--- src/gfx_pkg.sv ---
/* shared widths, APB register map and draw FSM states for the graphics subsystem
   imported by the RTL modules and interfaces that need them */
`default_nettype none

package gfx_pkg;
    localparam int CANV_W  = 64;  // canvas width in pixels
    localparam int CANV_H  = 32;  // canvas height in lines
    localparam int CMD_MAX = 16;  // command list and palette depth

    typedef logic [5:0]  canv_x_t;     // canvas column
    typedef logic [4:0]  canv_y_t;     // canvas row
    typedef logic [3:0]  colr_idx_t;   // palette index, 4 bpp
    typedef logic [14:0] rgb555_t;     // red [14:10], green [9:5], blue [4:0]
    typedef logic [10:0] canv_addr_t;  // row * 64 + column
    typedef logic [31:0] cmd_word_t;   // {6'b0, x0, y0, x1, y1, colr}
    typedef logic [3:0]  cmd_idx_t;
    typedef logic [4:0]  cmd_cnt_t;    // 0..16 commands
    typedef logic [7:0]  apb_addr_t;
    typedef logic [31:0] apb_data_t;

    // APB byte offsets
    localparam apb_addr_t REG_CTRL      = 8'h00;  // bit 0 start, write-one
    localparam apb_addr_t REG_STATUS    = 8'h04;  // bit 0 busy, bit 1 done
    localparam apb_addr_t REG_BG        = 8'h08;
    localparam apb_addr_t REG_CMD_COUNT = 8'h0C;
    localparam apb_addr_t PAL_BASE      = 8'h40;  // 16 entries up to 0x7C
    localparam apb_addr_t CMD_BASE      = 8'h80;  // 16 entries up to 0xBC

    typedef enum logic [2:0] {
        IDLE,
        FETCH,
        ISSUE,
        WAIT_FILL,
        DONE
    } draw_state_t;
endpackage

`default_nettype wire

--- src/display_scan.sv ---
/* video timing and pixel pipeline: fetches the scaled canvas inside the window,
   maps it through the palette and fills the rest with the background colour */
`default_nettype none
`timescale 1ns/1ps

module display_scan #(
    parameter int H_ACTIVE     = 160,
    parameter int H_TOTAL      = 200,
    parameter int H_SYNC_START = 168,
    parameter int H_SYNC_LEN   = 16,
    parameter int V_ACTIVE     = 80,
    parameter int V_TOTAL      = 90,
    parameter int V_SYNC_START = 82,
    parameter int V_SYNC_LEN   = 2,
    parameter int CANV_SCALE   = 2,
    parameter int WIN_STARTX   = 16,
    parameter int WIN_STARTY   = 8
) (
    input  logic                clk_sys,
    input  logic                rst_sys,
    output gfx_pkg::canv_addr_t rd_addr,
    input  gfx_pkg::colr_idx_t  rd_colr,
    output gfx_pkg::colr_idx_t  pal_idx,
    input  gfx_pkg::rgb555_t    pal_colr,
    input  gfx_pkg::rgb555_t    bg_colr,
    output logic                hsync,
    output logic                vsync,
    output logic                de,
    output logic [7:0]          red,
    output logic [7:0]          green,
    output logic [7:0]          blue
);
    import gfx_pkg::*;

    localparam int HW    = $clog2(H_TOTAL);
    localparam int VW    = $clog2(V_TOTAL);
    localparam int WIN_W = CANV_W * CANV_SCALE;  // window size in display pixels
    localparam int WIN_H = CANV_H * CANV_SCALE;

    logic [HW-1:0] h_cnt, h_off;
    logic [VW-1:0] v_cnt, v_off;
    logic          act_0, win_0, hs_0, vs_0;  // stage 0 from the counters
    logic          act_1, win_1, hs_1, vs_1;  // stage 1 as canvas data arrives
    rgb555_t       pix_colr;

    // 5 to 8 bits, top bits repeated into the low end so full scale stays 255
    function automatic logic [7:0] expand(input logic [4:0] c);
        return {c, c[4:2]};
    endfunction

    always_ff @(posedge clk_sys) begin
        if (rst_sys) begin
            h_cnt <= '0;
            v_cnt <= '0;
        end else if (h_cnt == H_TOTAL - 1) begin
            h_cnt <= '0;
            v_cnt <= (v_cnt == V_TOTAL - 1) ? '0 : v_cnt + 1'b1;
        end else begin
            h_cnt <= h_cnt + 1'b1;
        end
    end

    assign act_0 = (h_cnt < H_ACTIVE) && (v_cnt < V_ACTIVE);
    assign hs_0  = (h_cnt >= H_SYNC_START) && (h_cnt < H_SYNC_START + H_SYNC_LEN);
    assign vs_0  = (v_cnt >= V_SYNC_START) && (v_cnt < V_SYNC_START + V_SYNC_LEN);
    assign win_0 = (h_cnt >= WIN_STARTX) && (h_cnt < WIN_STARTX + WIN_W) &&
                   (v_cnt >= WIN_STARTY) && (v_cnt < WIN_STARTY + WIN_H);

    // canvas coordinate, only meaningful inside the window
    assign h_off   = h_cnt - HW'(WIN_STARTX);
    assign v_off   = v_cnt - VW'(WIN_STARTY);
    assign rd_addr = {canv_y_t'(v_off / CANV_SCALE), canv_x_t'(h_off / CANV_SCALE)};

    assign pal_idx  = rd_colr;                      // read data lands in stage 1
    assign pix_colr = win_1 ? pal_colr : bg_colr;

    always_ff @(posedge clk_sys) begin
        if (rst_sys) begin
            {act_1, win_1, hs_1, vs_1} <= '0;
            {de, hsync, vsync}         <= '0;
        end else begin
            {act_1, win_1, hs_1, vs_1} <= {act_0, win_0, hs_0, vs_0};
            {de, hsync, vsync}         <= {act_1, hs_1, vs_1};  // aligned with colour
        end
    end

    always_ff @(posedge clk_sys) begin  // black during blanking
        red   <= act_1 ? expand(pix_colr[14:10]) : 8'd0;
        green <= act_1 ? expand(pix_colr[9:5]) : 8'd0;
        blue  <= act_1 ? expand(pix_colr[4:0]) : 8'd0;
    end

    a_sync_blank: assert property (@(posedge clk_sys) disable iff (rst_sys)
        !(hsync && de))
        else $error("display_scan: hsync during active video");
endmodule

`default_nettype wire

--- config.mk ---
export PLATFORM = sky130hd
export DESIGN_NAME = display_scan
export DESIGN_NICKNAME = d
export VERILOG_FILES = /design/src/gfx_pkg.sv /design/src/display_scan.sv
export SDC_FILE = /design/constraint.sdc
export NUM_CORES = 1
export LEC_CHECK = 0
export ABC_AREA = 1
export BUFFER_PORTS_ARGS = -buffer_cell sky130_fd_sc_hd__buf_4
export CORE_MARGIN = 2
export CORE_UTILIZATION = 30
export CTS_CLUSTER_SIZE = 16
export DETAILED_ROUTE_END_ITERATION = 12
export HOLD_SLACK_MARGIN = 0.03
export MAX_ROUTING_LAYER = met4
export PLACE_DENSITY = 0.61
export SETUP_SLACK_MARGIN = 0.02
export SKIP_LAST_GASP = 1
export SLEW_MARGIN = 20
export SYNTH_ARGS = -nofsm -noshare
export SYNTH_HDL_FRONTEND = slang
export SYNTH_SLANG_ARGS = --single-unit
--- constraint.sdc ---
create_clock -name clk_sys -period 4.5 [get_ports clk_sys]
set_clock_uncertainty 0.15 [all_clocks]
set_input_delay 1.125 -clock clk_sys [delete_from_list [all_inputs] [get_ports clk_sys]]
set_output_delay 1.125 -clock clk_sys [all_outputs]
set_load 0.005 [all_outputs]
Yosys cells after proc, flatten, opt, wreduce, memory -nomap -nowiden
Cells that the tools add are included.
Widths: inputs -> output; s select.

word-level totals
  flip-flop bits (word level) = 46
  bits in latches = 0
  RAM bits = 0
  bits in read-only memories = 0
  input port bits = 36
  output and inout bits = 42
  logic and storage cells = 37
  memories = 0

cells by class
  $add $sub $neg = 4
  multipliers = 0
  div/mod/pow operators = 0
  order comparisons = 10
  equality and inequality tests = 2
  shift operators = 0
  mux-type cells = 2
  bitwise operators = 0
  reductions and logical operators = 7

operators with widths
  kind                 count
  $lt 8x8->1 const B   3
  $lt 7x7->1 const B   3
  $mux 15              1
  $add 8x1->8 const B  1
  $eq 8x8->1 const B   1
  $ge 8x5->1 const B   1
  $ge 8x8->1 const B   1
  $add 7x1->7 const B  1
  $eq 7x7->1 const B   1
  $ge 7x4->1 const B   1
  $ge 7x7->1 const B   1
  $mux 7               1
  $sub 7x5->7 const B  1
  $logic_and 1x1->1    6
  $sub 6x4->6 const B  1
  $reduce_or 2->1      1

Longest topological paths before layout
  depth after elaboration = 4
  depth in mapped cells = 9
  mapped depth without buffers = 8

Worst setup path before layout
OpenSTA, ideal clock, no wires.

  path type = input to output
  start point = input rd_colr[0]
  end point = output pal_idx[0]
  arrival time = 1.236 ns
  data required time = 3.225 ns
  path slack = 1.989 ns
  stages on the path = 1
  buffers on the path = 1
  cell sequence = buf_4

RTL lines
  what         RTL line            RTL
  from (decl)  display_scan.sv:22  input gfx_pkg::colr_idx_t rd_colr,
  to (decl)    display_scan.sv:23  output gfx_pkg::colr_idx_t pal_idx,

No word-level cell between the ends.

Final worst setup path
  start point = register h_cnt[5]
  end point = output rd_addr[5]

between the ends
  cells in the longest elaborated chain, start to end = 1

ends and longest elaborated chain
  what                    RTL line            RTL
  from (decl)             display_scan.sv:40  logic [HW-1:0] h_cnt, h_off;
  from (signal assigned)  display_scan.sv:59  h_cnt <= h_cnt + 1'b1;
  $sub 7x5->7             display_scan.sv:70  assign h_off = h_cnt - HW'(WIN_STARTX);
  to (decl)               display_scan.sv:21  output gfx_pkg::canv_addr_t rd_addr,

Every way passes these cells.

==> impl_metrics.csv <==
group,metric,value,unit
status,status,"finished clean",
drt,routed_via_density,4.45,
grt,grt_max_degree,17,
drt,wl_per_cell,11.5,um
pwr,power_leakage,1.15,nW
drt,drtIter0Drc,42,
drt,vias,1722,
pwr,p_sw_frac,0.217,
final_layout,syn_to_final_growth,29.2,%
clock_network,post-cts-setup-buffers,0,
clock_network,cts.sinks,37,
worst_setup_path,cpLargestDelayFamily,"flip-flops",
synthesis,ys_seq_area_frac,0.392,
clock_network,cts_resized,0,
floorplanning,fp.dieH,83.3,um
place,place_ws,2.10,ns
synthesis,avgSynthCellArea,7.26,um2
sta,setup_violations,0,
floorplanning,dieWidth,83.3,um
hold_path,min_path_type,"flip-flop to flip-flop",
pwr,p_per_area,291,nW/um2
synthesis,synthesis.nets,309,
worst_setup_path,path_cells,"inv_1 -> ha_1 -> xor2_1 -> buf_4",
floorplanning,top_level_ports,78,
floorplanning,core_region_area,5990,um2
worst_setup_path,crit_cells,4,
pwr,irDropWorstVdd,0.105,mV
sta,tightest_slew,0.603,ns
synthesis,yosys.area.top_type,"dfxtp_1",
pwr,pwr-share-clk,0.428,
clock_network,hold_buffers,0,
final_layout,final_cell_mix,"69 x buf_4, 56 x nor2_1, 37 x dfxtp_1",
final_layout,antennaDiodeCount,0,
floorplanning,initial_core_util,0.315,
job,drv_cap,0,
worst_setup_path,arrival,1.44,ns
worst_setup_path,worstRegToRegCells,7,
clock_network,cts.clk_slew.worst_paths,0.08,ns
sta,hold_viol_final,0,
final_layout,drive_gt1_frac,0.260,
sta,fin_ws,1.79,ns
final_layout,seqCellArea,741,um2
synthesis,synthCells,260,
worst_setup_path,crit_fanout,6,
grt,antenna_found_initial,0,
final_layout,final_common_cell,"buf_4",
final_layout,multi_input_area,847,um2
clock_network,htreeDepth,2,
clock_network,cts_buffers,5,
drt,wl,4.43,mm
synthesis,synth_top_area_frac,0.392,
worst_setup_path,slowest_stage,"dfxtp_1",
final_layout,fill_cells,648,
drt,dr.pass1.iters,4,
final_layout,final_net_count,360,
final_layout,final_util,0.407,
synthesis,ys_seq_elements,37,
sta,rsz0062_at_grt,"no",
place,gp_congestion,0.859,
place,hpwl,3.38,mm
drt,ant_nets,0,
sta,tns,0,ns
synthesis,synth_area,1890,um2
sta,slew-limit-headroom,0.595,
hold_path,whs_path_depth,2,
floorplanning,die_area,6940,um2
sta,maxSlewViolCount,0,
grt,overflow,0,
grt,grt_use_total,0.130,
pwr,seqPwrFrac,0.487,
clock_network,cts_root_buffer,"clkbuf_8",
clock_network,clkLatencyLatePin,0.29,ns
sta,min_period,2.71,ns
worst_setup_path,required,3.22,ns
sta,fin_crit_sh,0.603,
synthesis,synth_cell_type_count,23,
place,io_buffers,69,
clock_network,clock_path_buffers,2,
worst_setup_path,crit_buf_inv,2,
pwr,p_switching,0.154,mW
synthesis,synth.area.top_cells,"dfxtp_1 39%, nor2_1 11%, ha_1 8.6%",
pwr,intPower,0.557,mW
grt,grt_pass1_vias,1571,
worst_setup_path,critPathMaxStageDelay,0.45,ns
grt,grt_pass1_wl,7.29,mm
synthesis,ys.warnings.count,0,
floorplanning,rows,28,
sta,max_freq,368,MHz
worst_setup_path,worst_setup_path_start_kind,"flip-flop",
clock_network,cts_tree,"yes",
pwr,pwr-share-comb,0.085,
drt,drc,0,
worst_setup_path,critical_path_class,"flip-flop to output pin",
worst_setup_path,end_kind,"output pin",
## worst paths after layout
kind,startpoint,end,slack (ns)
setup / recovery,h_cnt[5],rd_addr[5],1.79
hold / removal,hs_1,hsync,0.25
setup reg to reg,h_cnt[5],v_cnt[6],2.55
hold reg to reg,hs_1,hsync,0.25
## synthesized netlist by cell type
cell,instances
clkbuf_2,1
ha_1,13
buf_1,1
nor2_1,56
dfxtp_1,37
nand4_1,3
nor3_1,1
buf_4,18
a211oi_1,1
nor2_2,2
buf_2,2
buf_6,2
a21oi_1,9
xor2_1,3
nand3_1,19
clkbuf_1,1
nand2_1,36
o211ai_1,1
inv_1,32
nand3_2,2
o21ai_0,18
nor4_1,1
o21ai_1,1
## power groups by stage
stage | clock, mW | sequential (mW) | combinational (mW)
6_report | 0.304 | 0.346 | 0.0607
5_1_grt | 0.325 | 0.348 | 0.0663
4_1_cts | 0.315 | 0.346 | 0.0618
3_5_place_dp | 0 | 0.354 | 0.0616
3_3_place_gp | 0 | 0.354 | 0.0611
2_1_floorplan | 0 | 0.352 | 0.0281
## final cells by class
cell class,count,area share
multi-input cells,166,0.347
clock inverters,2,0.0154
well taps,75,0.0385
repair buffers,69,0.212
inverters,32,0.0492
flip-flops and latches,37,0.304
clock buffers,6,0.0338
## stage by stage
stage | total power [mW] | std cells | instance area, um2 | hold slack [ns]
final | 0.711 | 387 | 2440 | 0.253
after global routing | 0.739 | 387 | 2440 | 0.275
after CTS | 0.723 | 387 | 2440 | 0.251
after detailed placement | 0.416 | 379 | 2320 | 0.243
after global placement | 0.415 | 379 | 2320 | 0.244
after floorplan | 0.380 | 260 | 1890 | 0.238
## registers in the layout, indices dropped and copies added, names as in the netlist
register	flops
v_cnt	7
vs_1	1
green	5
blue	5
vsync	1
hs_1	1
act_1	1
h_cnt	8
hsync	1
de	1
red	5
win_1	1
## cell families (layout without fill, tap and decap cells)
family | Yosys count | in the layout | share of synthesized area
adder cells (fa/ha/maj) | 13 | 13 | 0.0862
buffers and inverters | 57 | 109 | 0.159
AND/OR/NAND/NOR | 120 | 120 | 0.266
XOR/XNOR | 3 | 3 | 0.0139
flip-flops | 37 | 37 | 0.392
AO/OA/AOI/OAI | 30 | 30 | 0.0822
## layer usage
layer,vias up,share of wire,GRT usage
met4,0,0.0090,0.0373
met2,67,0.44,0.202
met5,-,0,-
li1,893,-,-
met3,4,0.085,0.0437
met1,758,0.47,0.161
## worst reg2reg max path, cell delays in order, from the launching register on
cell and delay (ns):
dfxtp_1 0.38, inv_1 0.15, ha_1 0.25, nand3_2 0.12
nor2_2 0.39, nor2_1 0.11, nor2_1 0.22, nor2_1 0.07
Power figures use the tool's default switching activity.
