[src/gfx_pkg.sv]
/* shared widths, APB register map and draw FSM states for the graphics subsystem
   imported by the RTL modules and interfaces that need them */
`default_nettype none

package gfx_pkg;
    localparam int CANV_W  = 64;  // canvas width in pixels
    localparam int CANV_H  = 32;  // canvas height in lines
    localparam int CMD_MAX = 16;  // command list and palette depth

    typedef logic [5:0]  canv_x_t;     // canvas column
    typedef logic [4:0]  canv_y_t;     // canvas row
    typedef logic [3:0]  colr_idx_t;   // palette index, 4 bpp
    typedef logic [14:0] rgb555_t;     // red [14:10], green [9:5], blue [4:0]
    typedef logic [10:0] canv_addr_t;  // row * 64 + column
    typedef logic [31:0] cmd_word_t;   // {6'b0, x0, y0, x1, y1, colr}
    typedef logic [3:0]  cmd_idx_t;
    typedef logic [4:0]  cmd_cnt_t;    // 0..16 commands
    typedef logic [7:0]  apb_addr_t;
    typedef logic [31:0] apb_data_t;

    // APB byte offsets
    localparam apb_addr_t REG_CTRL      = 8'h00;  // bit 0 start, write-one
    localparam apb_addr_t REG_STATUS    = 8'h04;  // bit 0 busy, bit 1 done
    localparam apb_addr_t REG_BG        = 8'h08;
    localparam apb_addr_t REG_CMD_COUNT = 8'h0C;
    localparam apb_addr_t PAL_BASE      = 8'h40;  // 16 entries up to 0x7C
    localparam apb_addr_t CMD_BASE      = 8'h80;  // 16 entries up to 0xBC

    typedef enum logic [2:0] {
        IDLE,
        FETCH,
        ISSUE,
        WAIT_FILL,
        DONE
    } draw_state_t;
endpackage

`default_nettype wire

[src/gfx_apb_regs.sv]
/* zero-wait APB slave with control, status, background, palette and command list
   registers, with combinational lookups for the draw controller and scanner */
`default_nettype none
`timescale 1ns/1ps

module gfx_apb_regs (
    input  logic               clk_sys,
    input  logic               rst_sys,
    input  gfx_pkg::apb_addr_t paddr,
    input  logic               psel,
    input  logic               penable,
    input  logic               pwrite,
    input  gfx_pkg::apb_data_t pwdata,
    output gfx_pkg::apb_data_t prdata,
    output logic               pready,
    output logic               pslverr,
    output logic               start,
    output gfx_pkg::cmd_cnt_t  cmd_count,
    input  gfx_pkg::cmd_idx_t  cmd_idx,
    output gfx_pkg::cmd_word_t cmd_word,
    input  logic               busy,
    input  logic               done,
    output gfx_pkg::rgb555_t   bg_colr,
    input  gfx_pkg::colr_idx_t pal_idx,
    output gfx_pkg::rgb555_t   pal_colr
);
    import gfx_pkg::*;

    logic       access, hit_pal, hit_cmd, mapped, wr_ok;
    logic [3:0] slot;                // word slot inside palette or command window
    rgb555_t    pal_mem [CMD_MAX];
    cmd_word_t  cmd_mem [CMD_MAX];
    apb_data_t  rd_mux;

    assign access  = psel && penable;
    assign slot    = paddr[5:2];
    assign hit_pal = (paddr[7:6] == PAL_BASE[7:6]) && (paddr[1:0] == 2'b00);
    assign hit_cmd = (paddr[7:6] == CMD_BASE[7:6]) && (paddr[1:0] == 2'b00);
    assign mapped  = hit_pal || hit_cmd ||
                     (paddr inside {REG_CTRL, REG_STATUS, REG_BG, REG_CMD_COUNT});

    assign pready  = 1'b1;  // zero wait states
    assign pslverr = access && (!mapped || (pwrite && paddr == REG_STATUS));
    assign wr_ok   = access && pwrite && !pslverr;

    always_comb begin
        rd_mux = '0;  // CTRL reads back zero
        case (paddr)
            REG_STATUS:    rd_mux = {30'd0, done, busy};  // live from draw_ctrl
            REG_BG:        rd_mux = apb_data_t'(bg_colr);
            REG_CMD_COUNT: rd_mux = apb_data_t'(cmd_count);
            default: begin
                if (hit_pal) rd_mux = apb_data_t'(pal_mem[slot]);
                if (hit_cmd) rd_mux = cmd_mem[slot];
            end
        endcase
    end
    assign prdata = (access && !pwrite && !pslverr) ? rd_mux : '0;

    assign cmd_word = cmd_mem[cmd_idx];
    assign pal_colr = pal_mem[pal_idx];

    always_ff @(posedge clk_sys) begin
        if (rst_sys) begin
            start     <= 1'b0;
            bg_colr   <= '0;
            cmd_count <= '0;
            for (int i = 0; i < CMD_MAX; i++) begin
                pal_mem[i] <= '0;
                cmd_mem[i] <= '0;
            end
        end else begin
            start <= wr_ok && (paddr == REG_CTRL) && pwdata[0] && !busy;  // one-cycle pulse
            if (wr_ok && paddr == REG_BG) bg_colr <= pwdata[14:0];
            if (wr_ok && paddr == REG_CMD_COUNT)
                cmd_count <= (pwdata > CMD_MAX) ? cmd_cnt_t'(CMD_MAX) : pwdata[4:0];
            if (wr_ok && hit_pal) pal_mem[slot] <= pwdata[14:0];
            if (wr_ok && hit_cmd) cmd_mem[slot] <= pwdata;
        end
    end

    // a CTRL write gives exactly one start cycle
    a_start_pulse: assert property (@(posedge clk_sys) disable iff (rst_sys)
        start |=> !start)
        else $error("gfx_apb_regs: start held for more than one cycle");
endmodule

`default_nettype wire

[config.mk]
export PLATFORM = sky130hd
export DESIGN_NAME = gfx_apb_regs
export DESIGN_NICKNAME = d
export VERILOG_FILES = /design/src/gfx_pkg.sv /design/src/gfx_apb_regs.sv
export SDC_FILE = /design/constraint.sdc
export NUM_CORES = 1
export LEC_CHECK = 0
export BUFFER_PORTS_ARGS = -buffer_cell sky130_fd_sc_hd__buf_2
export CORE_MARGIN = 3
export CORE_UTILIZATION = 45
export CTS_CLUSTER_SIZE = 10
export DETAILED_ROUTE_END_ITERATION = 12
export PLACE_DENSITY_LB_ADDON = 0.2
export REMOVE_ABC_BUFFERS = 1
export SYNTH_ARGS = -nofsm -noshare
export SYNTH_HDL_FRONTEND = slang
export SYNTH_SLANG_ARGS = --single-unit
[constraint.sdc]
create_clock -name clk_sys -period 4.9 [get_ports clk_sys]
set_input_delay 0.98 -clock clk_sys [delete_from_list [all_inputs] [get_ports clk_sys]]
set_output_delay 0.98 -clock clk_sys [all_outputs]
set_load 0.02 [all_outputs]
# Yosys cells after proc, flatten, opt, wreduce, memory -nomap -nowiden
# Memory sizes are Yosys's and may differ from the RTL's.
# Index checks and enable logic that the tools add are counted.
[word_totals]
output_inout_bits = 102
mem_bits_rw = 752
mem_count = 2
in_bits = 55
reg_bits = 21
elab_cells = 58
[mem_list]
columns = ["name", "depth", "word_bits", "rd", "rd_clocked_by_memory_dff", "write_ports", "line_no", "rtl"]
rows = [
  ["cmd_mem", 16, 32, 2, 0, 16, "gfx_apb_regs.sv:32", "cmd_word_t cmd_mem [CMD_MAX];"],
  ["pal_mem", 16, 15, 2, 0, 16, "gfx_apb_regs.sv:31", "rgb555_t pal_mem [CMD_MAX];"],
]
[op_classes]
mux = 19
n_lt_le_gt_ge = 1
reduce_logical = 28
n_eq_ne = 5
[ops]
columns = ["op", "count"]
rows = [
  ["$mux W32", 3],
  ["$pmux W32 S3", 1],
  ["$gt A32 B5 Y1 const B", 1],
  ["$reduce_or A32 Y1", 1],
  ["$mux W15", 2],
  ["$eq A8 B4 Y1 const B", 2],
  ["$logic_and A1 B1 Y1", 16],
  ["$reduce_or A15 Y1", 1],
  ["$mux W1", 10],
  ["$eq A8 B3 Y1 const B", 1],
  ["$logic_not A8 Y1", 1],
  ["$mux W4", 2],
  ["$mux W5", 1],
  ["$logic_not A1 Y1", 4],
  ["$reduce_bool A4 Y1", 1],
  ["$logic_or A1 B1 Y1", 3],
  ["$eq A2 B1 Y1 const B", 1],
  ["$eq A2 B2 Y1 const B", 1],
  ["$logic_not A2 Y1", 1],
]

# Longest topological paths before layout
[logic_depth]
word_depth = 15
depth_mapped = 10
depth_no_buf = 5

# Worst setup path after synthesis
# No wires, ideal clock.
[synth_timing]
kind = "input to register"
start = "input port paddr[6]"
end = "memory cmd_mem[12][0] (netlist bit) (enable)"
path_buffers = 3
setup_time_ps = 428
path_slack_ps = 842
required_time_ps = 4472
stages = 7
t_arrival_ps = 3630
cell_sequence = "buf_2 -> a211oi_2 -> o311a_1 -> buf_2 -> nand4_1 -> buf_2 -> o21bai_1"
[synth_rtl]
columns = ["element", "line_no", "rtl"]
rows = [
  ["start: declaration", "gfx_apb_regs.sv:9", "input gfx_pkg::apb_addr_t paddr,"],
  ["end: declaration", "gfx_apb_regs.sv:32", ""],
]

# Worst setup path after layout
[layout_timing]
start = "input port paddr[3]"
end = "output port prdata[5]"
[layout_via]
elab_chain_cells = 9
[layout_rtl]
columns = ["element", "line_no", "rtl"]
rows = [
  ["branches (longest 8 deep; another with $mem_v2 Z16 W15)", "n/a", ""],
  ["$mux W32 (*)", "gfx_apb_regs.sv:58", "assign prdata = (access && !pwrite && !pslverr) ? rd_mux : '0;"],
  ["end: declaration", "gfx_apb_regs.sv:14", "output gfx_pkg::apb_data_t prdata,"],
]
# Mark *: on every way between the ends.

==> out/metrics.yaml <==
status: "complete, no violations"
min_period_over_period_pct: 92.7
wl_um: 138000
p_int_mw: 11.8
grt_antenna_before_repair: 6
seq_area_sq_um: 23000
grt_max_degree: 66
numPortBuffers: 155
num-fill-cells: 7385
leakage_nw: 15.5
synth.ff_latch_count: 773
fmax_mhz: 220
min-delay-start: "cmd_count[0]$_SDFFE_PP0P_"
postRouteAntennaNets: 0
drv_slew: 0
cts.repair.resized: 0
seqPwrFrac_pct: 49.5
cts_hold_buf: 0
syn_area_sq_um: 40500
clockRootBuffer: "clkbuf_16"
synth_cells: 2697
worstSetupPathType: "in2out"
hold_class: "reg2reg"
synth_largest_area_cell: "edfxtp_1"
drt-pass1-iter-count: 6
endpoint: "prdata[5]"
hold_viol_final: 0
die_area_sq_um: 93700
synth-edff-count: 752
clk_latency_ns: 0.64
yosys-top-cells-area: "edfxtp_1 (56%), mux4_2 (22%), and2_1 (7.3%)"
nets: 2879
die_y_um: 306
final_cells: 4031
crit_fanout: 54
clock_path_buffers: 3
setup_viol: 0
htreeDepth: 3
vias: 26500
fin_worst_skew_ns: 0
placed_cells: 3898
tightest_slew_ns: 1.30
gp_congestion: 0.895
drv_cap: 0
seq_area_frac_synth_pct: 56.7
grt_pass1_wl_um: 198000
pwr-share-clk_pct: 38.7
slew_headroom_pct: 13.3
power.share.combinational_pct: 11.8
n_antenna_cell: 0
r2r_slack_ns: 4.11
m1WireLength_um: 50000
highest-signal-layer: "met5"
cts_sinks: 773
rows: 109
dr_wl_met3_um: 14300
yosysMostFrequentCell: "edfxtp_1"
avgRoutedWirePerCell_um: 34.2
grtUsageTotal_pct: 29.5
worstReg2RegEnd: "cmd_count[4]$_SDFFE_PP0P_"
avgSynthCellArea_sq_um: 15.0
vias_per_cell: 6.57
drc: 0
hpwl_um: 86500
power_density_nw_per_um2: 340
crit_start: "paddr[3]"
crit_arrival_ns: 3.56
async_flop_share_pct: 0
cts.reportedPaths.clkPinSlew_ns: 0.06
sw_frac_of_total_pct: 24.5
overflow: 0
whs_ns: 0.477
numCtsBuffers: 89
post_cts_buffers: 0
coreArea_sq_um: 88900
synth.cells.most_frequent: "edfxtp_1 (752), and2_1 (470), mux4_2 (398)"
regToRegStartpoint: "cmd_count[4]$_SDFFE_PP0P_"
layout-drive-gt1-share_pct: 30.1
period_needed_ns: 4.54
start_util_pct: 45.6
required_ns: 3.92
cts_tree: "built"
ys_types: 53
rsz0062_at_grt: "false"
ys_warn_count: 0
setup_tns_ns: 0
areaGrowthSynthToFinish_pct: 13.2
multi_input_area_sq_um: 16600
ioPinCount: 157
critPathLaunchType: "input pin"
critPathCaptureType: "primary output"
ys.flop_type: "edfxtp_1"
dieWidth_um: 306
dr_wl_met2_um: 67800
rr_worst_depth: 2
switchingPower_mw: 3.82
ir_drop_mv: 0.221
grt_pass1_vias: 27700
synth_top_cell_area_share_pct: 55.7
drtIter0Drc: 3287
-- how the worst min path moves through the flow --
stage | endpoint | slack, ns | cells after the start
finish | cmd_count[0]$_SDFFE_PP0P_ | 0.48 | 2
global route | cmd_count[0]$_SDFFE_PP0P_ | 0.50 | 2
CTS | cmd_count[0]$_SDFFE_PP0P_ | 0.48 | 2
detailed placement | cmd_count[1]$_SDFFE_PP0P_ | 0.46 | 2
global placement | cmd_count[1]$_SDFFE_PP0P_ | 0.46 | 2
floorplan | cmd_count[0]$_SDFFE_PP0P_ | 0.54 | 2
-- metrics by stage --
| stage | cell area (sq um) | power, mW | utilization [%] | setup slack [ns] |
|---|---|---|---|---|
| 2_1_floorplan | 39400 | 8.74 | - | -1.63 |
| 3_3_place_gp | 43400 | 9.64 | 48.8 | 0.427 |
| 3_5_place_dp | 43400 | 9.69 | 48.8 | 0.438 |
| 4_1_cts | 45900 | 15.7 | 51.6 | 0.433 |
| 5_1_grt | 45900 | 16.0 | 51.6 | 0.202 |
| 6_report | 45900 | 15.6 | 51.6 | 0.356 |
-- area by class of cell --
class | instances | share of cell area (%)
clock buffer | 125 | 5.24
clock inverter | 8 | 0.256
multi-input combinational | 1656 | 36.2
sequential | 773 | 50.1
tap | 1165 | 3.18
timing repair buffer | 304 | 5.00
-- cells in the final DEF, fill, tap and decap left out, types with 5 or more instances in the layout --
cell type | netlist | final
a21oi_1 | 27 | 27
a221oi_1 | 7 | 7
a22o_1 | 23 | 23
a22oi_1 | 24 | 24
a311oi_1 | 13 | 13
and2_1 | 470 | 470
and3_1 | 21 | 21
buf_12 | 0 | 29
buf_2 | 66 | 150
buf_4 | 8 | 121
clkbuf_1 | 178 | 33
clkbuf_16 | 0 | 90
dfxtp_1 | 21 | 21
edfxtp_1 | 752 | 752
mux2_2 | 5 | 5
mux2i_1 | 94 | 94
mux4_2 | 398 | 398
nand2_1 | 82 | 82
nand3_1 | 15 | 15
nand4_1 | 7 | 7
nor2_1 | 332 | 324
nor2_4 | 0 | 8
nor2b_1 | 7 | 6
nor3_1 | 7 | 5
nor4_1 | 7 | 7
o211ai_1 | 8 | 8
o21ai_0 | 16 | 16
o21bai_2 | 0 | 6
o21bai_4 | 0 | 6
o221ai_1 | 8 | 8
o22ai_1 | 7 | 7
or2_2 | 22 | 22
-- power groups by stage --
stage,clock (mW),combinational [mW],sequential [mW]
after floorplan,0,0.951,7.79
after global placement,0,1.82,7.83
after detailed placement,0,1.83,7.86
after CTS,6.10,1.83,7.73
after global routing,6.35,1.91,7.76
final,6.04,1.84,7.73
-- worst max-delay path, stage by stage --
cell,delay (ns)
buf_8,0.43
mux2i_1,0.29
a22o_1,0.29
a221oi_1,0.22
o221ai_1,0.28
a311oi_1,0.61
buf_2,0.28
-- layer usage --
layer	global-route usage, %	up-vias
met3	6.35	337
li1	-	10700
met2	48.9	1712
met1	38.0	13800
met5	0	-
met4	12.1	4
-- kinds of logic (layout without fill, tap and decap cells) --
kind of cell | after synthesis | after routing | share of synthesized area (%)
compound gates | 165 | 165 | 2.98
buf+inv | 268 | 437 | 2.78
other cells | 1 | 1 | 0.00925
flops | 773 | 773 | 56.7
simple gates | 993 | 993 | 12.9
mux | 497 | 497 | 24.6
-- flip-flops by register name (all words and copies together), names as in the netlist --
register   flops
cmd_mem      512
pal_mem      240
bg_colr       15
cmd_count      5
start          1
No activity file was read; power rests on OpenSTA's default activity.
