`config.mk`:
```
export PLATFORM = sky130hd
export DESIGN_NAME = rect_fill_flat
export DESIGN_NICKNAME = d
export VERILOG_FILES = /design/src/gfx_pkg.sv /design/src/gfx_ifs.sv /design/src/rect_fill.sv /design/src/flat_wrapper.sv
export SDC_FILE = /design/constraint.sdc
export NUM_CORES = 1
export LEC_CHECK = 0
export ABC_AREA = 1
export BUFFER_PORTS_ARGS = -buffer_cell sky130_fd_sc_hd__clkbuf_2
export CORE_MARGIN = 2
export CORE_UTILIZATION = 48
export CTS_BUF_LIST = sky130_fd_sc_hd__clkbuf_8
export DETAILED_ROUTE_END_ITERATION = 8
export PLACE_DENSITY_LB_ADDON = 0.08
export SLEW_MARGIN = 10
export SYNTH_ARGS = -nofsm -noshare
export SYNTH_HDL_FRONTEND = slang
export SYNTH_SLANG_ARGS = --single-unit
```
`constraint.sdc`:
```
create_clock -name clk_sys -period 2.3 [get_ports clk_sys]
set_input_delay 0.23 -clock clk_sys [delete_from_list [all_inputs] [get_ports clk_sys]]
set_output_delay 0.23 -clock clk_sys [all_outputs]
set_load 0.005 [all_outputs]
```
`src/gfx_pkg.sv`:
```
/* shared widths, APB register map and draw FSM states for the graphics subsystem
   imported by the RTL modules and interfaces that need them */
`default_nettype none

package gfx_pkg;
    localparam int CANV_W  = 64;  // canvas width in pixels
    localparam int CANV_H  = 32;  // canvas height in lines
    localparam int CMD_MAX = 16;  // command list and palette depth

    typedef logic [5:0]  canv_x_t;     // canvas column
    typedef logic [4:0]  canv_y_t;     // canvas row
    typedef logic [3:0]  colr_idx_t;   // palette index, 4 bpp
    typedef logic [14:0] rgb555_t;     // red [14:10], green [9:5], blue [4:0]
    typedef logic [10:0] canv_addr_t;  // row * 64 + column
    typedef logic [31:0] cmd_word_t;   // {6'b0, x0, y0, x1, y1, colr}
    typedef logic [3:0]  cmd_idx_t;
    typedef logic [4:0]  cmd_cnt_t;    // 0..16 commands
    typedef logic [7:0]  apb_addr_t;
    typedef logic [31:0] apb_data_t;

    // APB byte offsets
    localparam apb_addr_t REG_CTRL      = 8'h00;  // bit 0 start, write-one
    localparam apb_addr_t REG_STATUS    = 8'h04;  // bit 0 busy, bit 1 done
    localparam apb_addr_t REG_BG        = 8'h08;
    localparam apb_addr_t REG_CMD_COUNT = 8'h0C;
    localparam apb_addr_t PAL_BASE      = 8'h40;  // 16 entries up to 0x7C
    localparam apb_addr_t CMD_BASE      = 8'h80;  // 16 entries up to 0xBC

    typedef enum logic [2:0] {
        IDLE,
        FETCH,
        ISSUE,
        WAIT_FILL,
        DONE
    } draw_state_t;
endpackage

`default_nettype wire

```
`src/gfx_ifs.sv`:
```
/* grouped connections inside the graphics core: rectangle commands from the
   controller to the filler, and pixel writes from the filler to the canvas */
`default_nettype none
`timescale 1ns/1ps

interface draw_cmd_if;
    import gfx_pkg::*;
    logic      valid;   // held with stable fields until ready
    logic      ready;   // low while a fill runs
    canv_x_t   x0, x1;
    canv_y_t   y0, y1;
    colr_idx_t colr;
    modport source (output valid, x0, y0, x1, y1, colr, input ready);
    modport sink (input valid, x0, y0, x1, y1, colr, output ready);
endinterface

interface canvas_wr_if;
    import gfx_pkg::*;
    logic      wr_en;  // write only, never stalled
    canv_x_t   wr_x;
    canv_y_t   wr_y;
    colr_idx_t wr_colr;
    modport source (output wr_en, wr_x, wr_y, wr_colr);
    modport sink (input wr_en, wr_x, wr_y, wr_colr);
endinterface

`default_nettype wire

```
`src/rect_fill.sv`:
```
/* rectangle filler: takes one command and writes its colour into the canvas,
   one pixel per cycle, left to right and top to bottom */
`default_nettype none
`timescale 1ns/1ps

module rect_fill (
    input  logic        clk_sys,
    input  logic        rst_sys,
    draw_cmd_if.sink    cmd,
    canvas_wr_if.source wr
);
    import gfx_pkg::*;

    logic      filling;
    canv_x_t   rx0, rx1, cur_x;   // latched bounds and walking column
    canv_y_t   ry0, ry1, cur_y;
    colr_idx_t rcolr;

    assign cmd.ready  = !filling;  // back-pressure while a fill runs
    assign wr.wr_en   = filling;
    assign wr.wr_x    = cur_x;
    assign wr.wr_y    = cur_y;
    assign wr.wr_colr = rcolr;

    always_ff @(posedge clk_sys) begin
        if (rst_sys) begin
            filling <= 1'b0;
        end else if (!filling) begin
            if (cmd.valid) begin  // accept and latch
                rx0     <= cmd.x0;
                rx1     <= cmd.x1;
                ry0     <= cmd.y0;
                ry1     <= cmd.y1;
                rcolr   <= cmd.colr;
                cur_x   <= cmd.x0;
                cur_y   <= cmd.y0;
                filling <= 1'b1;
            end
        end else if (cur_x == rx1) begin  // end of row
            cur_x <= rx0;
            cur_y <= cur_y + 1'b1;
            if (cur_y == ry1) filling <= 1'b0;  // last pixel this cycle
        end else begin
            cur_x <= cur_x + 1'b1;
        end
    end

    a_in_rect: assert property (@(posedge clk_sys) disable iff (rst_sys)
        wr.wr_en |-> (wr.wr_x >= rx0 && wr.wr_x <= rx1 && wr.wr_y >= ry0 && wr.wr_y <= ry1))
        else $error("rect_fill: write at (%0d,%0d) outside rectangle", wr.wr_x, wr.wr_y);
endmodule

`default_nettype wire

```
`src/flat_wrapper.sv`:
```
// flat-port wrapper written by rule: the top's interface ports become plain ports
module rect_fill_flat import gfx_pkg::*;
  (clk_sys, rst_sys, cmd_valid, cmd_x0, cmd_y0, cmd_x1, cmd_y1, cmd_colr, cmd_ready, wr_wr_en, wr_wr_x, wr_wr_y, wr_wr_colr);
  draw_cmd_if cmd_i ();
  canvas_wr_if wr_i ();
  input  logic clk_sys;
  input  logic rst_sys;
  input wire logic [$bits(cmd_i.valid)-1:0] cmd_valid;
  input wire logic [$bits(cmd_i.x0)-1:0] cmd_x0;
  input wire logic [$bits(cmd_i.y0)-1:0] cmd_y0;
  input wire logic [$bits(cmd_i.x1)-1:0] cmd_x1;
  input wire logic [$bits(cmd_i.y1)-1:0] cmd_y1;
  input wire logic [$bits(cmd_i.colr)-1:0] cmd_colr;
  output wire logic [$bits(cmd_i.ready)-1:0] cmd_ready;
  output wire logic [$bits(wr_i.wr_en)-1:0] wr_wr_en;
  output wire logic [$bits(wr_i.wr_x)-1:0] wr_wr_x;
  output wire logic [$bits(wr_i.wr_y)-1:0] wr_wr_y;
  output wire logic [$bits(wr_i.wr_colr)-1:0] wr_wr_colr;
  assign cmd_i.valid = cmd_valid;
  assign cmd_i.x0 = cmd_x0;
  assign cmd_i.y0 = cmd_y0;
  assign cmd_i.x1 = cmd_x1;
  assign cmd_i.y1 = cmd_y1;
  assign cmd_i.colr = cmd_colr;
  assign cmd_ready = cmd_i.ready;
  assign wr_wr_en = wr_i.wr_en;
  assign wr_wr_x = wr_i.wr_x;
  assign wr_wr_y = wr_i.wr_y;
  assign wr_wr_colr = wr_i.wr_colr;
  rect_fill u_core (.clk_sys(clk_sys), .rst_sys(rst_sys), .cmd(cmd_i), .wr(wr_i));
endmodule
```
# Yosys cells after proc, flatten, opt, wreduce, memory -nomap -nowiden

Index checks and enable logic that the tools add are counted.

Muxes and demuxes: 10
Equal/unequal tests: 3
Reductions and logical operators: 5
Add/sub/neg operators: 2
Bitwise operators: 2

Operators with widths:

| cell                  | count |
|---|---|
| $mux W6               | 3 |
| $mux W5               | 3 |
| $add A6 B1 Y6 const B | 1 |
| $eq A6 B6 Y1          | 1 |
| $reduce_and A3 Y1     | 2 |
| $add A5 B1 Y5 const B | 1 |
| $eq A5 B5 Y1          | 1 |
| $mux W1               | 4 |
| $ne A2 B2 Y1 const B  | 1 |
| $not A1 Y1            | 2 |
| $reduce_and A2 Y1     | 1 |
| $reduce_bool A2 Y1    | 1 |
| $logic_not A1 Y1      | 1 |

Output and inout bits: 17
Logic and storage cells: 29
Flip-flop bits (word level): 33
Input port bits: 29

# Longest topological paths before layout

Word-level depth: 4
Depth in mapped cells: 8
Gate-level depth less buffers: 8

# Least setup slack after synthesis

Ideal clock, no wire load.

Path type: flip-flop to flip-flop
Start: register u_core.filling, in the netlist u_core.wr.wr_en
End: register u_core.rx0[0], enable pin
Stages on the path, launching flop included: 3
Required time: 1875 ps
Path buffers: 1
Data arrival time: 1990 ps
Path slack: -116 ps
Library setup time: 425 ps
Path through: dfxtp_1 -> buf_4 -> nor3_1

Word-level cells in the longest chain between the ends: 2

RTL lines:

| element                            | line            | text |
|---|---|---|
| from (decl)                        | rect_fill.sv:14 | `logic filling;` |
| from (signal assigned)             | rect_fill.sv:27 | `filling <= 1'b0;` |
| from (signal assigned)             | rect_fill.sv:37 | `filling <= 1'b1;` |
| from (signal assigned)             | rect_fill.sv:42 | `if (cur_y == ry1) filling <= 1'b0;` |
| $not A1 Y1 (no source line)        | -               |  |
| $reduce_and A3 Y1 (no source line) | -               |  |
| to (signal assigned)               | rect_fill.sv:30 | `rx0 <= cmd.x0;` |
| to (decl)                          | rect_fill.sv:15 | `canv_x_t rx0, rx1, cur_x;` |

Every way passes these cells.
A chain may end at the register's enable or synchronous reset.

# Worst setup path after layout

Start: register u_core.cur_x[2], in the netlist u_core.wr.wr_x[2]
End: register u_core.cur_y[1], in the netlist u_core.wr.wr_y[1], enable pin

Word-level cells in the longest chain between the ends: 3

RTL lines:

| element                            | line            | text |
|---|---|---|
| from (decl)                        | rect_fill.sv:15 |  |
| from (signal assigned)             | rect_fill.sv:35 | `cur_x <= cmd.x0;` |
| from (signal assigned)             | rect_fill.sv:40 | `cur_x <= rx0;` |
| from (signal assigned)             | rect_fill.sv:44 | `cur_x <= cur_x + 1'b1;` |
| $eq A6 B6 Y1                       | rect_fill.sv:39 | `end else if (cur_x == rx1) begin` |
| $ne A2 B2 Y1 (no source line)      | -               |  |
| $reduce_and A3 Y1 (no source line) | -               |  |
| to (signal assigned)               | rect_fill.sv:36 | `cur_y <= cmd.y0;` |
| to (signal assigned)               | rect_fill.sv:41 | `cur_y <= cur_y + 1'b1;` |
| to (decl)                          | rect_fill.sv:16 | `canv_y_t ry0, ry1, cur_y;` |

Every way passes these cells.

==> impl_metrics.py <==
metrics = {
    "floorplanning": {
        "die_area_um2": 3850,
        "ios": 46,
        "placeableCoreArea_um2": 3280,
        "die_width_um": 62.0,
        "start_util": 0.492,
        "die_h_um": 62.0,
        "row_count": 21,
    },
    "setup_path": {
        "critical_path.max_fanout": 8,
        "cp.required_ps": 2220,
        "cp_slowest_cell": "edfxtp_1",
        "crit_type": "reg -> reg",
        "critPathMaxStageDelay_ps": 480,
        "worstPathCellList": "nand2_1 > nand2_4 > nor2_8 > nand3_4 > a21oi_1",
        "arrival_ps": 1710,
        "start_kind": "flip-flop",
        "endpoint_kind": "flip-flop",
    },
    "grt": {
        "grt_pass1_vias": 1063,
        "grt-ovfl-total": 0,
        "track_usage": 0.172,
        "antenna_found_initial": 0,
        "grt_max_degree": 17,
        "grt_pass1_wl_mm": 4.54,
    },
    "place": {
        "dp_slack_ps": 511,
        "gp_congestion": 0.770,
        "place.port_buffers": 45,
        "dpl.hpwl_mm": 2.34,
    },
    "power": {
        "peakVddDrop_mv": 0.436,
        "powerDensity_nw_per_um2": 648,
        "leakage_nw": 0.942,
    },
    "timing": {
        "drv_slew": 0,
        "tns_ps": 0,
        "fmax_mhz": 561,
        "tightest_slew_ps": 467,
        "min_period_over_period": 0.775,
        "fin_crit_ps": 1780,
        "finalSetupViolations": 0,
        "slew_headroom": 0.689,
        "setup_ws_ps": 517,
        "rsz0062_at_grt": "no",
        "fin_skew_ps": 5.38,
        "hold_viol_final": 0,
    },
    "run_status": {
        "outcome": "finished, final reports clean",
    },
    "final_layout": {
        "multi_input_area_um2": 547,
        "syn_to_final_growth_pct": 24.1,
        "final_nets": 237,
        "final_common_cell": "clkbuf_2",
        "layout_common_cells": "45 x clkbuf_2, 40 x nand2_1, 32 x edfxtp_1, 20 x inv_1, 11 x nand3_1",
        "register_area_um2": 981,
        "num_antenna_cells": 0,
        "drive_gt1_frac": 0.338,
        "fill_cells": 310,
    },
    "clocking": {
        "cts_sinks": 33,
        "cts.htree.levels": 2,
        "cts_resized": 0,
        "cts-root-buf": "clkbuf_8",
        "clk_latency_ps": 280,
        "hold_buffers": 0,
        "cts_buffers": 5,
        "path_clk_slew_ps": 70,
        "cts_tree": "yes",
        "clockBufferDepth": 2,
        "post_cts_buffers": 0,
    },
    "drt": {
        "drc": 0,
        "topRoutingLayerUsed": "met4",
        "drt_wl_total_mm": 2.94,
        "vias": 1181,
        "avgViaCountPerCell": 4.67,
        "initialDrtViolationCount": 41,
        "dr_wl_met2_mm": 1.65,
        "drt-pass1-iter-count": 4,
        "wl_met1_mm": 1.13,
        "wl_met3_um": 132,
        "wl_per_cell_um": 11.6,
        "ant_nets": 0,
    },
    "logic_synthesis": {
        "ys_ff_latch": 33,
        "syn_inst": 152,
        "avgSynthCellArea_um2": 10.6,
        "yosysUniqueCellTypes": 22,
        "syn-cell-area_um2": 1620,
        "ys_warn_count": 0,
        "ys_seq_area_frac": 0.607,
        "synth_nets": 183,
    },
    "worst_hold_path": {
        "hp-class": "in -> reg",
    },
    "job": {
        "maxCapViolCount": 0,
    },
}
## power breakdown
| part | switching [mW] | total [mW] | internal (mW) |
|---|---|---|---|
| logic | 0.0954 | 0.170 | 0.0748 |
| registers | 0.0287 | 0.727 | 0.699 |
| clock network | 0.197 | 0.402 | 0.205 |
| total | 0.321 | 1.30 | 0.978 |
## per-layer routing
metal  track usage  vias to the layer above
li1              -                      610
met1         0.182                      542
met2         0.308                       27
met3        0.0580                        2
met4        0.0729                        0
met5             0                        -
## layout make-up
class	instances	area share
sequential	33	0.489
multi-input combinational	95	0.273
timing repair buffer	49	0.127
inverter	22	0.0412
clock buffer	5	0.0343
tap	46	0.0287
clock inverter	3	0.00686
## synthesized netlist by cell type
| library cell | count | area [µm²] |
|---|---|---|
| nand2_1 | 40 | 150 |
| edfxtp_1 | 32 | 961 |
| inv_1 | 19 | 71.3 |
| nand3_1 | 11 | 55.1 |
| xor2_1 | 8 | 70.1 |
| nand4_1 | 7 | 43.8 |
| nor2_1 | 6 | 22.5 |
| o21ai_0 | 5 | 25.0 |
| a21oi_1 | 4 | 20.0 |
| inv_2 | 3 | 11.3 |
| nand2_2 | 3 | 18.8 |
| ha_1 | 2 | 25.0 |
| nand2_4 | 2 | 22.5 |
| nor2_8 | 2 | 40.0 |
| buf_4 | 1 | 7.51 |
| clkbuf_1 | 1 | 3.75 |
| dfxtp_1 | 1 | 20.0 |
| nand3_4 | 1 | 17.5 |
| nor2_2 | 1 | 6.26 |
| nor2_4 | 1 | 11.3 |
| nor3_1 | 1 | 5.00 |
| xnor2_1 | 1 | 8.76 |
## path summary, 6_finish.rpt
kind | startpoint | endpoint | slack (ps) | depth (start not counted)
worst min-delay path | cmd_x1[5] | u_core.rx1[5] | 120 | 1
worst min register to register | u_core.rx0[4] | u_core.wr.wr_x[4] | 640 | 4
worst max-delay path | u_core.wr.wr_x[2] | u_core.wr.wr_y[1] | 520 | 5
worst max register to register | u_core.wr.wr_x[2] | u_core.wr.wr_y[1] | 520 | 5
## critical path: cells and delay by family (launching register included)
kind,cells,cell delay [ps]
AOI/OAI and AO/OA,1,410
DFF,1,480
and+or+nand+nor,4,530
## sequential cells by signal (all words and copies together), names as in the netlist
| signal | count |
|---|---|
| u_core.wr.wr_colr | 4 |
| u_core.rx0 | 6 |
| u_core.wr.wr_en | 1 |
| u_core.wr.wr_y | 5 |
| u_core.ry1 | 5 |
| u_core.wr.wr_x | 6 |
| u_core.rx1 | 6 |
## stage by stage
stage / power [mW] / cell area, µm² / util / hold slack (ps) / cells
final: 1.30 / 2010 / 0.611 / 124 / 253
after global routing: 1.37 / 2010 / 0.611 / 106 / 253
after CTS: 1.32 / 2010 / 0.611 / 113 / 253
after detailed placement: 0.914 / 1920 / 0.586 / 409 / 245
after global placement: 0.907 / 1920 / 0.586 / 407 / 245
after floorplan: 0.840 / 1620 / - / 329 / 152
## logic make-up (layout without fill, tap and decap cells)
family | after synthesis | count (layout) | share of synthesized area
AOI/OAI and AO/OA | 9 | 9 | 0.0279
xor gates and xnor gates | 9 | 9 | 0.0488
adders and majority gates | 2 | 2 | 0.0155
buffers and inverters | 24 | 79 | 0.0580
DFF | 33 | 33 | 0.607
and+or+nand+nor | 75 | 75 | 0.243
No activity file was read; power rests on OpenSTA's default activity.
